===== config.mk =====
export PLATFORM = sky130hd
export DESIGN_NAME = lsu_writeback_top
export DESIGN_NICKNAME = d
export VERILOG_FILES = /design/src/design/lsu_remap_pkg.sv /design/src/design/lsu_multipop_fifo.sv /design/src/design/lsu_remap.sv /design/src/design/lsu_writeback_top.sv
export VERILOG_INCLUDE_DIRS = /design/src /design/src/design
export SDC_FILE = /design/constraint.sdc
export NUM_CORES = 1
export LEC_CHECK = 0
export ABC_AREA = 1
export BUFFER_PORTS_ARGS = -buffer_cell sky130_fd_sc_hd__buf_2
export CORE_MARGIN = 5
export CORE_UTILIZATION = 55
export DETAILED_ROUTE_END_ITERATION = 12
export HOLD_SLACK_MARGIN = 0.12
export PLACE_DENSITY = 0.82
export SKIP_CTS_REPAIR_TIMING = 1
export SLEW_MARGIN = 10
export SYNTH_ARGS = -nofsm -noshare
export SYNTH_HDL_FRONTEND = slang
export SYNTH_SLANG_ARGS = --single-unit

===== constraint.sdc =====
create_clock -name clk -period 9.3 [get_ports clk]
set_input_delay 0.465 -clock clk [delete_from_list [all_inputs] [get_ports clk]]
set_output_delay 0.465 -clock clk [all_outputs]
set_load 0.005 [all_outputs]

===== src/design/lsu_remap_macros.svh =====
`ifndef LSU_REMAP_MACROS_SVH
`define LSU_REMAP_MACROS_SVH

// lanes handed to the ROB per cycle
`define NUM_LSU 2

// entries in each of the two queues
`define MAP_FIFO_DEPTH 8

// width of a ROB index
`define ROB_DEPTH_WIDTH 4

// write data width, one vector register slice
`define VLEN 32

// vector register file index
`define VREG_ADDR_WIDTH 5

`endif


===== src/design/lsu_remap_pkg.sv =====
`include "lsu_remap_macros.svh"

package lsu_remap_pkg;

  // kind of memory micro-op a record belongs to
  typedef enum logic {
    is_load  = 1'b0,
    is_store = 1'b1
  } lsu_class_e;

  // pushed by dispatch, one per memory micro-op
  typedef struct packed {
    // clear means no operation, retired silently
    logic                          valid;
    logic [`ROB_DEPTH_WIDTH-1:0]   rob_entry;
    lsu_class_e                    lsu_class;
    // register the load is expected to write
    logic [`VREG_ADDR_WIDTH-1:0]   vregfile_write_addr;
  } lsu_map_info_t;

  // pushed by the LSU in the same order as the records
  typedef struct packed {
    logic                          trap_valid;
    logic                          vregfile_write_valid;
    logic [`VREG_ADDR_WIDTH-1:0]   vregfile_write_addr;
    logic [`VLEN-1:0]              vregfile_write_data;
    // last beat of a store
    logic                          vstore_last;
  } uop_lsu_t;

endpackage


===== src/design/lsu_multipop_fifo.sv =====
`timescale 1ns/1ps
`include "lsu_remap_macros.svh"

module lsu_multipop_fifo #(
  parameter int WIDTH = 8
) (
  input  logic                               clk,
  input  logic                               rst,
  input  logic                               push_valid,
  output logic                               push_ready,
  input  logic [WIDTH-1:0]                   push_data,
  output logic [`NUM_LSU-1:0][WIDTH-1:0]     head,
  output logic                               empty,
  output logic [`NUM_LSU-1:0]                almost_empty,
  input  logic [`NUM_LSU-1:0]                pop
);

  localparam int DEPTH = `MAP_FIFO_DEPTH;
  localparam int PTR_W = $clog2(DEPTH);
  // one extra bit so pointer sums can be wrapped
  localparam int IDX_W = PTR_W + 1;
  localparam int CNT_W = $clog2(DEPTH + 1);
  localparam int POP_W = $clog2(`NUM_LSU + 1);

  logic [WIDTH-1:0] mem [DEPTH];

  logic [PTR_W-1:0] wr_ptr;
  logic [PTR_W-1:0] rd_ptr;
  logic [CNT_W-1:0] count;

  logic             push_fire;
  logic [POP_W-1:0] pop_cnt;
  logic [PTR_W-1:0] wr_ptr_next;
  logic [IDX_W-1:0] rd_sum;
  logic [IDX_W-1:0] rd_wrap;

  assign push_ready = (count != CNT_W'(DEPTH));
  assign push_fire  = push_valid & push_ready;
  assign empty      = (count == '0);

  // length of the leading-ones run in pop
  always_comb begin
    pop_cnt = '0;
    for (int i = 0; i < `NUM_LSU; i++) begin
      if (pop[i] && (pop_cnt == POP_W'(i))) begin
        pop_cnt = pop_cnt + 1'b1;
      end
    end
  end

  assign wr_ptr_next = (wr_ptr == PTR_W'(DEPTH - 1)) ? '0 : wr_ptr + 1'b1;

  assign rd_sum  = {1'b0, rd_ptr} + IDX_W'(pop_cnt);
  assign rd_wrap = (rd_sum >= IDX_W'(DEPTH)) ? rd_sum - IDX_W'(DEPTH) : rd_sum;

  // lane i reads the i-th entry after the read pointer
  for (genvar i = 0; i < `NUM_LSU; i++) begin : g_lane
    logic [IDX_W-1:0] raw_idx;
    logic [IDX_W-1:0] wrap_idx;

    assign raw_idx  = {1'b0, rd_ptr} + IDX_W'(i);
    assign wrap_idx = (raw_idx >= IDX_W'(DEPTH)) ? raw_idx - IDX_W'(DEPTH) : raw_idx;
    assign head[i]  = mem[wrap_idx[PTR_W-1:0]];

    // fewer than i+1 entries held
    assign almost_empty[i] = (count <= CNT_W'(i));
  end

  always_ff @(posedge clk) begin
    if (push_fire) begin
      mem[wr_ptr] <= push_data;
    end
  end

  always_ff @(posedge clk) begin
    if (rst) begin
      wr_ptr <= '0;
      rd_ptr <= '0;
      count  <= '0;
    end else begin
      if (push_fire) begin
        wr_ptr <= wr_ptr_next;
      end
      rd_ptr <= rd_wrap[PTR_W-1:0];
      count  <= count + CNT_W'(push_fire) - CNT_W'(pop_cnt);
    end
  end

endmodule


===== src/design/lsu_remap.sv =====
`timescale 1ns/1ps
`include "lsu_remap_macros.svh"

module lsu_remap
  import lsu_remap_pkg::*;
(
  input  lsu_map_info_t [`NUM_LSU-1:0]                       mapinfo,
  input  uop_lsu_t      [`NUM_LSU-1:0]                       lsu_res,
  input  logic                                               mapinfo_empty,
  input  logic          [`NUM_LSU-1:0]                       mapinfo_almost_empty,
  input  logic                                               lsu_res_empty,
  input  logic          [`NUM_LSU-1:0]                       lsu_res_almost_empty,
  output logic          [`NUM_LSU-1:0]                       pop_mapinfo,
  output logic          [`NUM_LSU-1:0]                       pop_lsu_res,

  output logic          [`NUM_LSU-1:0]                       result_valid,
  output logic          [`NUM_LSU-1:0][`ROB_DEPTH_WIDTH-1:0] result_rob_entry,
  output logic          [`NUM_LSU-1:0]                       result_w_valid,
  output logic          [`NUM_LSU-1:0][`VLEN-1:0]            result_w_data,
  input  logic          [`NUM_LSU-1:0]                       result_ready,

  output logic                                               trap_valid,
  output logic          [`ROB_DEPTH_WIDTH-1:0]               trap_rob_entry,
  input  logic                                               trap_ready
);

  logic [`NUM_LSU-1:0] pairable;
  logic [`NUM_LSU-1:0] lane_trap;
  // pops that do not involve the trap port
  logic [`NUM_LSU-1:0] clear_pop;
  logic [`NUM_LSU-1:0] want_pop;

  // lane 0 only needs both queues non-empty
  assign pairable[0] = !mapinfo_empty & !lsu_res_empty;

  for (genvar i = 1; i < `NUM_LSU; i++) begin : g_pair
    assign pairable[i] = !mapinfo_almost_empty[i] & !lsu_res_almost_empty[i];
  end

  for (genvar i = 0; i < `NUM_LSU; i++) begin : g_lane
    logic load_done;
    logic store_done;

    assign load_done  = (mapinfo[i].lsu_class == is_load) & lsu_res[i].vregfile_write_valid;
    assign store_done = (mapinfo[i].lsu_class == is_store) & lsu_res[i].vstore_last;

    assign lane_trap[i] = pairable[i] & mapinfo[i].valid & lsu_res[i].trap_valid;

    assign result_valid[i] = pairable[i] & mapinfo[i].valid & !lsu_res[i].trap_valid &
                             (load_done | store_done);

    assign result_rob_entry[i] = mapinfo[i].rob_entry;
    assign result_w_data[i]    = lsu_res[i].vregfile_write_data;
    // only a load hitting its mapped register writes back
    assign result_w_valid[i]   = load_done &
                                 (lsu_res[i].vregfile_write_addr == mapinfo[i].vregfile_write_addr);

    assign clear_pop[i] = (result_valid[i] & result_ready[i]) |
                          (pairable[i] & !mapinfo[i].valid);
    assign want_pop[i]  = clear_pop[i] | (lane_trap[i] & trap_ready);
  end

  // in-order retirement, a lane pops only behind popping lanes
  assign pop_mapinfo[0] = want_pop[0];

  for (genvar i = 1; i < `NUM_LSU; i++) begin : g_chain
    assign pop_mapinfo[i] = want_pop[i] & pop_mapinfo[i-1];
  end

  assign pop_lsu_res = pop_mapinfo;

  // lowest trapping lane whose lower lanes all retire
  always_comb begin
    logic lower_ok;

    lower_ok       = 1'b1;
    trap_valid     = 1'b0;
    trap_rob_entry = '0;
    for (int j = 0; j < `NUM_LSU; j++) begin
      if (lower_ok && lane_trap[j] && !trap_valid) begin
        trap_valid     = 1'b1;
        trap_rob_entry = mapinfo[j].rob_entry;
      end
      lower_ok = lower_ok & clear_pop[j];
    end
  end

endmodule


===== src/design/lsu_writeback_top.sv =====
`timescale 1ns/1ps
`include "lsu_remap_macros.svh"

module lsu_writeback_top
  import lsu_remap_pkg::*;
(
  input  logic                                       clk,
  input  logic                                       rst,

  // dispatch side
  input  logic                                       map_valid,
  output logic                                       map_ready,
  input  lsu_map_info_t                              map_data,

  // LSU side
  input  logic                                       res_valid,
  output logic                                       res_ready,
  input  uop_lsu_t                                   res_data,

  // ROB completions, one per lane
  output logic [`NUM_LSU-1:0]                        result_valid,
  output logic [`NUM_LSU-1:0][`ROB_DEPTH_WIDTH-1:0]  result_rob_entry,
  output logic [`NUM_LSU-1:0]                        result_w_valid,
  output logic [`NUM_LSU-1:0][`VLEN-1:0]             result_w_data,
  input  logic [`NUM_LSU-1:0]                        result_ready,

  // ROB trap
  output logic                                       trap_valid,
  output logic [`ROB_DEPTH_WIDTH-1:0]                trap_rob_entry,
  input  logic                                       trap_ready
);

  lsu_map_info_t [`NUM_LSU-1:0] map_head;
  uop_lsu_t      [`NUM_LSU-1:0] res_head;
  logic                         map_empty;
  logic                         res_empty;
  logic          [`NUM_LSU-1:0] map_almost_empty;
  logic          [`NUM_LSU-1:0] res_almost_empty;
  logic          [`NUM_LSU-1:0] pop_map;
  logic          [`NUM_LSU-1:0] pop_res;

  lsu_multipop_fifo #(
    .WIDTH($bits(lsu_map_info_t))
  ) map_fifo0 (
    .clk          (clk),
    .rst          (rst),
    .push_valid   (map_valid),
    .push_ready   (map_ready),
    .push_data    (map_data),
    .head         (map_head),
    .empty        (map_empty),
    .almost_empty (map_almost_empty),
    .pop          (pop_map)
  );

  lsu_multipop_fifo #(
    .WIDTH($bits(uop_lsu_t))
  ) res_fifo0 (
    .clk          (clk),
    .rst          (rst),
    .push_valid   (res_valid),
    .push_ready   (res_ready),
    .push_data    (res_data),
    .head         (res_head),
    .empty        (res_empty),
    .almost_empty (res_almost_empty),
    .pop          (pop_res)
  );

  lsu_remap remap0 (
    .mapinfo              (map_head),
    .lsu_res              (res_head),
    .mapinfo_empty        (map_empty),
    .mapinfo_almost_empty (map_almost_empty),
    .lsu_res_empty        (res_empty),
    .lsu_res_almost_empty (res_almost_empty),
    .pop_mapinfo          (pop_map),
    .pop_lsu_res          (pop_res),
    .result_valid         (result_valid),
    .result_rob_entry     (result_rob_entry),
    .result_w_valid       (result_w_valid),
    .result_w_data        (result_w_data),
    .result_ready         (result_ready),
    .trap_valid           (trap_valid),
    .trap_rob_entry       (trap_rob_entry),
    .trap_ready           (trap_ready)
  );

endmodule


* Yosys cells after proc, flatten, opt, wreduce, memory -nomap -nowiden
Memories as Yosys holds them, arrays and structs flattened.
Cells that the tools add are included.
Widths: inputs -> output; s select.
** Cells by class
- Add/sub/neg operators :: 17
- Order comparisons :: 8
- Equality and inequality tests :: 7
- Muxes and demuxes :: 18
- Bitwise logic cells :: 33
- Reductions and logical operators :: 14
** Operator list (count)
- $and 1x1->1 :: 25
- $mux 3 :: 8
- $sub 3x1->3 const B :: 6
- $ge 4x4->1 const B :: 4
- $eq 5x5->1 :: 2
- $logic_not 1->1 :: 9
- $add 3x1->4 const B :: 2
- $add 3x2->4 :: 2
- $add 4x1->4 :: 2
- $ge 3x4->1 const B :: 2
- $le 4x1->1 const B :: 2
- $logic_not 4->1 :: 2
- $mux 4 :: 2
- $ne 4x4->1 const B :: 2
- $sub 4x2->4 :: 2
- $mux 1 :: 7
- $add 3x1->3 const B :: 2
- $eq 3x3->1 const B :: 2
- $or 1x1->1 :: 6
- $logic_and 1x1->1 :: 3
- $add 2x1->2 const B :: 1
- $eq 2x1->1 const B :: 1
- $mux 2 :: 1
- $not 1->1 :: 2
** Storage, ports and cells
- Register bits :: 20
- Bits in writable memories :: 408
- Input port bits :: 58
- Output and inout port bits :: 83
- Logic and storage cells :: 105
- Memories :: 2
** Memories
- res_fifo0.mem :: depth 8, bits a word 40, rd ports 2, clocked after Yosys merged registers in 0, wr ports 1, RTL line lsu_multipop_fifo.sv:25 : logic [WIDTH-1:0] mem [DEPTH];
- map_fifo0.mem :: depth 8, bits a word 11, rd ports 2, clocked after Yosys merged registers in 0, wr ports 1, RTL line lsu_multipop_fifo.sv:25

* Depth between registers and ports, before layout
An unclocked memory read counts as a cell.
- Word-level depth :: 17
- Depth in mapped cells :: 23
- Gate-level depth less buffers :: 22

* Hierarchy
From an unflattened synthesis, not the netlist that was laid out.
** Second synthesis, totals
- Cells, all modules :: 3054
- Area, all modules :: 24063.1 um2
** Modules (own cells, without submodules)
- lsu_multipop_fifo (res_fifo0) :: instances 1, cells an instance 2226, area each 17768.3 um2
- lsu_multipop_fifo (map_fifo0) :: instances 1, cells an instance 681, area each 5356.4 um2
- lsu_remap :: instances 1, cells an instance 147, area each 938.4 um2

* Worst setup path after synthesis
OpenSTA, ideal clock, no wires.
- Path type :: reg2reg
- Start :: register res_fifo0.count[2]
- End :: memory res_fifo0.mem[0][0] in the netlist's numbering (enable)
- Library setup time :: 437 ps
- Arrival :: 2594 ps
- Required time :: 8863 ps
- Slack :: 6268 ps
- Cell stages (with the launch flop) :: 8
- Path buffers :: 0
- Path through :: dfxtp_1 -> inv_1 -> ha_1 -> nand2_1 -> nand2_1 -> inv_1 -> nand2_1 -> nor2_1
** On the way
- Longest elaborated chain between the ends :: 4
** Ends and longest elaborated chain
- start, declared :: RTL line lsu_multipop_fifo.sv:29 : logic [CNT_W-1:0] count;
- start signal, assigned :: RTL line lsu_multipop_fifo.sv:85 : count <= count + CNT_W'(push_fire) - CNT_W'(pop_cnt);
- $ne 4x4->1 :: RTL line lsu_multipop_fifo.sv:37 : assign push_ready = (count != CNT_W'(DEPTH));
- via res_ready :: RTL line lsu_writeback_top.sv:17 : output logic res_ready,
- $and 1x1->1 :: RTL line lsu_multipop_fifo.sv:38 : assign push_fire = push_valid & push_ready;
- via res_fifo0.push_fire :: RTL line lsu_multipop_fifo.sv:31 : logic push_fire;
- $mux 1 :: RTL line lsu_multipop_fifo.sv:70 : if (push_fire) begin
- $mux 1 (implied by the code) :: RTL line lsu_multipop_fifo.sv:71 : mem[wr_ptr] <= push_data;
- end, declared :: RTL line lsu_multipop_fifo.sv:25
The timed path passes the listed nets, and every way through them passes these cells.

* Worst setup path in the final report
- Start :: register res_fifo0.rd_ptr[1]
- End :: register map_fifo0.count[2]
** On the way
- Longest elaborated chain between the ends :: 14
- Elaborated cells between the ends (all ways) :: 37
- Those cells by class :: add/sub (5); order compare (2); eq/ne (1); mux (4); bitwise (21); reduce/logical (3); memory (1)
** Ends and longest elaborated chain
- start, declared :: RTL line lsu_multipop_fifo.sv:28 : logic [PTR_W-1:0] rd_ptr;
- start signal, assigned :: RTL line lsu_multipop_fifo.sv:84 : rd_ptr <= rd_wrap[PTR_W-1:0];
- $add 3x1->4 (tied with other cells) :: RTL line lsu_multipop_fifo.sv:61 : assign raw_idx = {1'b0, rd_ptr} + IDX_W'(i);
- $ge 4x4->1 (tied with other cells) :: RTL line lsu_multipop_fifo.sv:62 : assign wrap_idx = (raw_idx >= IDX_W'(DEPTH)) ? raw_idx - IDX_W'(DEPTH) : raw_idx;
- $mux 3 or $mem_v2 8x40 (tied branches)
- $mem_v2 8x40 (*)
- $and 1x1->1 (tied with other cells) :: RTL line lsu_remap.sv:44 : assign load_done = (mapinfo[i].lsu_class == is_load) & lsu_res[i].vregfile_write_valid;
- $or 1x1->1 or $and 1x1->1 (tied branches) :: RTL line lsu_remap.sv:50, lsu_remap.sv:49
- $and 1x1->1, on equally long branches :: RTL line lsu_remap.sv:49, lsu_remap.sv:58
- $and 1x1->1 or $or 1x1->1 (tied branches) :: RTL line lsu_remap.sv:58 : assign clear_pop[i] = (result_valid[i] & result_ready[i]) |
- $or 1x1->1, on equally long branches :: RTL line lsu_remap.sv:58, lsu_remap.sv:60
- $or 1x1->1 or $mux 1 (tied branches) :: RTL line lsu_remap.sv:60, lsu_multipop_fifo.sv:45
- $and 1x1->1 or $eq 2x1->1 (tied branches) :: RTL line lsu_remap.sv:67, lsu_multipop_fifo.sv:45
- $logic_and 1x1->1 :: RTL line lsu_multipop_fifo.sv:45 : if (pop[i] && (pop_cnt == POP_W'(i))) begin
- $mux 2 (*) :: RTL line lsu_multipop_fifo.sv:45
- $sub 4x2->4 (*) :: RTL line lsu_multipop_fifo.sv:85
- end signal, assigned :: RTL line lsu_multipop_fifo.sv:85
- end, declared :: RTL line lsu_multipop_fifo.sv:29
Every way passes the cells marked *; elsewhere a longest branch is shown, timed or not.
A chain may end at the register's enable or synchronous reset.

==> flow_summary.yaml <==
logic_synthesis:
  synth.top_cell.area_share_pct: 57.8
  yosysMostFrequentCell: "edfxtp_1"
  synth_edf_count: 408
  avgSynthCellArea_sq_um: 9.54
  synth_fa_ha_area_share_pct: 1.56
  synth_top_family_by_area: "compound AO/OA/AOI/OAI gates"
  synth_cell_types: 36
  ys.flop_type: "edfxtp_1"
  yosysSeqAreaShare_pct: 59.7
  synth_area_sq_um: 21200
  synth.area.mux_share_pct: 0.0472
  synth_nets: 2304
  yosys.area.top_type: "edfxtp_1"
  async_flop_share_pct: 0
  synthTopCellsByArea: "edfxtp_1 58%, o21ai_0 8.1%, a21oi_1 5.7%"
  syn-instance-count: 2222
  synth_compound_area_share_pct: 19.2
  synth_xor_xnor_area_share_pct: 0.331
  ys_ff_latch: 428
  synth_common_cells: "408 x edfxtp_1, 344 x o21ai_0, 321 x nand2_1"
  yosys.area_share.simple_pct: 11.4
  yosys_warnings: 0
placement:
  dp_cells: 2756
  dpl.hpwl_mm: 31.5
  port_buffers: 140
  gp_congestion: 0.828
critical_path:
  cp-end-kind: "register"
  arrival_ps: 4910
  startpoint_type: "register"
  critical_path_required_ps: 9750
  crit_fanout: 46
  criticalPathCategory: "register to register"
sta:
  fin_crit_sh_pct: 47.9
  rsz0062_at_grt: "no"
  max_freq_mhz: 224
  worstMarginPinSlew_ps: 1250
  period_minus_slack_ps: 4460
  finalMaxSlewViolations: 0
  hold_viol: 0
  setup_viol: 0
  finClkSkew_ps: 32.8
  slew_headroom_pct: 16.7
  final.setup.tns_ps: 0
status:
  outcome: "complete, no violations"
floorplan:
  rows: 72
  start_util_pct: 55.2
  die_w_um: 206
  coreArea_sq_um: 38400
  io_pins: 141
  fp.dieH_um: 206
  die_area_sq_um: 42600
layout:
  layout-drive-gt1-share_pct: 11.3
  nets: 2367
  syn2layout_area_growth_pct: 10.8
  n_fill_cell: 2992
  instances_no_fill: 2838
clock_network:
  cts_tree: "done"
  cts_made_buffers: 45
  cts_buffer_depth: 3
  cts_sinks: 428
  clk_latency_ps: 590
  htree_levels: 2
  cts-root-buf: "clkbuf_16"
  clk_pin_slew_ps: 60
global_routing:
  gr-total-overflow: 0
  grt_pass1_wl_mm: 83.5
  met1_usage_pct: 31.7
  antenna_found_initial: 7
  grt_pass1_vias: 16400
  gr-max-usage-layer: "met2"
  grt_use_total_pct: 24.7
  gr-usage-met2_pct: 41.6
  grt_max_degree: 134
  grt_use_met3_pct: 4.33
routing:
  antenna_left: 0
  via_count: 16900
  routedWlPerCell_um: 19.1
  vias_per_cell: 5.97
  wl_mm: 54.1
  drt_pass1_iterations: 7
  initialDrtViolationCount: 2122
  drc_errors: 0
flow_run:
  maxCapViolations: 0
power:
  powerDensity_nw_per_um2: 287
  ir_worst_vdd_mv: 0.216
  pwr-share-clk_pct: 25.6
  switchingPower_mw: 2.61
  seq_power_share_pct: 34.9
  sw_frac_of_total_pct: 38.7
  power_leakage_nw: 8.86
  p_comb_share_pct: 39.4
  p_int_mw: 4.13
worst_hold_path:
  worstHoldPathType: "input port to register"
==> power by group through the flow <==
stage / combinational [mW] / clock (mW) / sequential (mW)
6_report: 2.66 / 1.73 / 2.35
5_1_grt: 2.95 / 1.83 / 2.37
4_1_cts: 2.63 / 1.74 / 2.35
3_5_place_dp: 2.60 / 0 / 2.39
3_3_place_gp: 2.48 / 0 / 2.38
2_1_floorplan: 1.84 / 0 / 2.35
==> per-stage QoR <==
| step | util (%) | power, mW | hold slack [ps] | setup slack, ps | instance area (sq um) |
|---|---|---|---|---|---|
| 2_1_floorplan | - | 4.19 | 492 | 6270 | 21200 |
| 3_3_place_gp | 57.5 | 4.87 | 506 | 5140 | 22100 |
| 3_5_place_dp | 57.5 | 5.00 | 533 | 4960 | 22100 |
| 4_1_cts | 61.2 | 6.72 | 124 | 4930 | 23500 |
| 5_1_grt | 61.2 | 7.15 | 140 | 4640 | 23500 |
| 6_report | 61.2 | 6.74 | 144 | 4840 | 23500 |
==> layout by cell type, fill, tap and decap left out, types with 5 or more instances in the layout <==
master     netlist  layout
dfxtp_1         20      17
nor2_1         205     197
o21ai_0        344     344
buf_4           20      29
inv_1          223     223
inv_2           10       9
o211ai_1        46      46
o21ai_1         51      51
clkinv_1         0      11
nand3_1         72      72
clkinv_2         0       7
ha_1            20      19
nor2_4           1       9
clkbuf_16        0      45
edfxtp_1       408     408
buf_2           56     140
a31oi_1         73      73
xor2_1           6       6
nand2_1        321     321
a21oi_1        242     242
diode_2          0       5
==> flip-flops by register name, summed over array words and instances (netlist names) <==
name	count
map_fifo0.count	4
map_fifo0.mem	88
map_fifo0.rd_ptr	3
map_fifo0.wr_ptr	3
res_fifo0.count	4
res_fifo0.mem	320
res_fifo0.rd_ptr	3
res_fifo0.wr_ptr	3
==> cell type report <==
class	count	area [sq um]	area share, %
timing repair buffer	169	918	3.91
clock inverter	26	238	1.01
antenna	5	12.5	0.0532
multi-input combinational	1408	6970	29.7
inverter	233	880	3.74
tap	518	648	2.76
sequential	428	12700	53.9
clock buffer	51	1170	4.97
==> layer usage <==
layer / part of all wire [%] / up-vias / routed length (um)
met5: 0.059 / - / 32
met4: 3.0 / 4 / 1640
met3: 10 / 140 / 5480
met2: 49 / 993 / 26500
met1: 38 / 7920 / 20500
li1: - / 7889 / -
==> path summary, 6_finish.rpt <==
check | start | endpoint | slack, ps | cells after the start
min reg2reg | map_fifo0.wr_ptr[2] | map_fifo0.wr_ptr[2] | 540 | 2
max reg2reg | res_fifo0.rd_ptr[1] | map_fifo0.count[2] | 4840 | 20
min | res_data[0] | res_fifo0.mem[7][0] | 140 | 1
max | res_fifo0.rd_ptr[1] | map_fifo0.count[2] | 4840 | 20
==> critical path: stages, from the launching register on <==
cell and delay, ps:
dfxtp_4 700, ha_4 290, inv_2 580, buf_4 600
nand3_1 150, nand3_1 110, nand2_1 80, nand2_1 70
nand2_1 80, nand3_1 90, nand2_2 80, inv_2 80
nand2_2 90, inv_1 100, ha_1 230, inv_1 50
ha_1 130, inv_1 70, fa_1 440, xor2_1 210
nor2_1 70
==> kinds of logic (layout without fill, tap and decap cells) <==
kind of cell | count (synthesis) | in the layout
other | 0 | 5
xor gates and xnor gates | 8 | 8
adders and majority gates | 24 | 24
and+or+nand+nor | 609 | 609
AOI/OAI and AO/OA | 766 | 766
buffers and inverters | 386 | 479
DFF | 428 | 428
muxes | 1 | 1
Power figures use the tool's default switching activity.
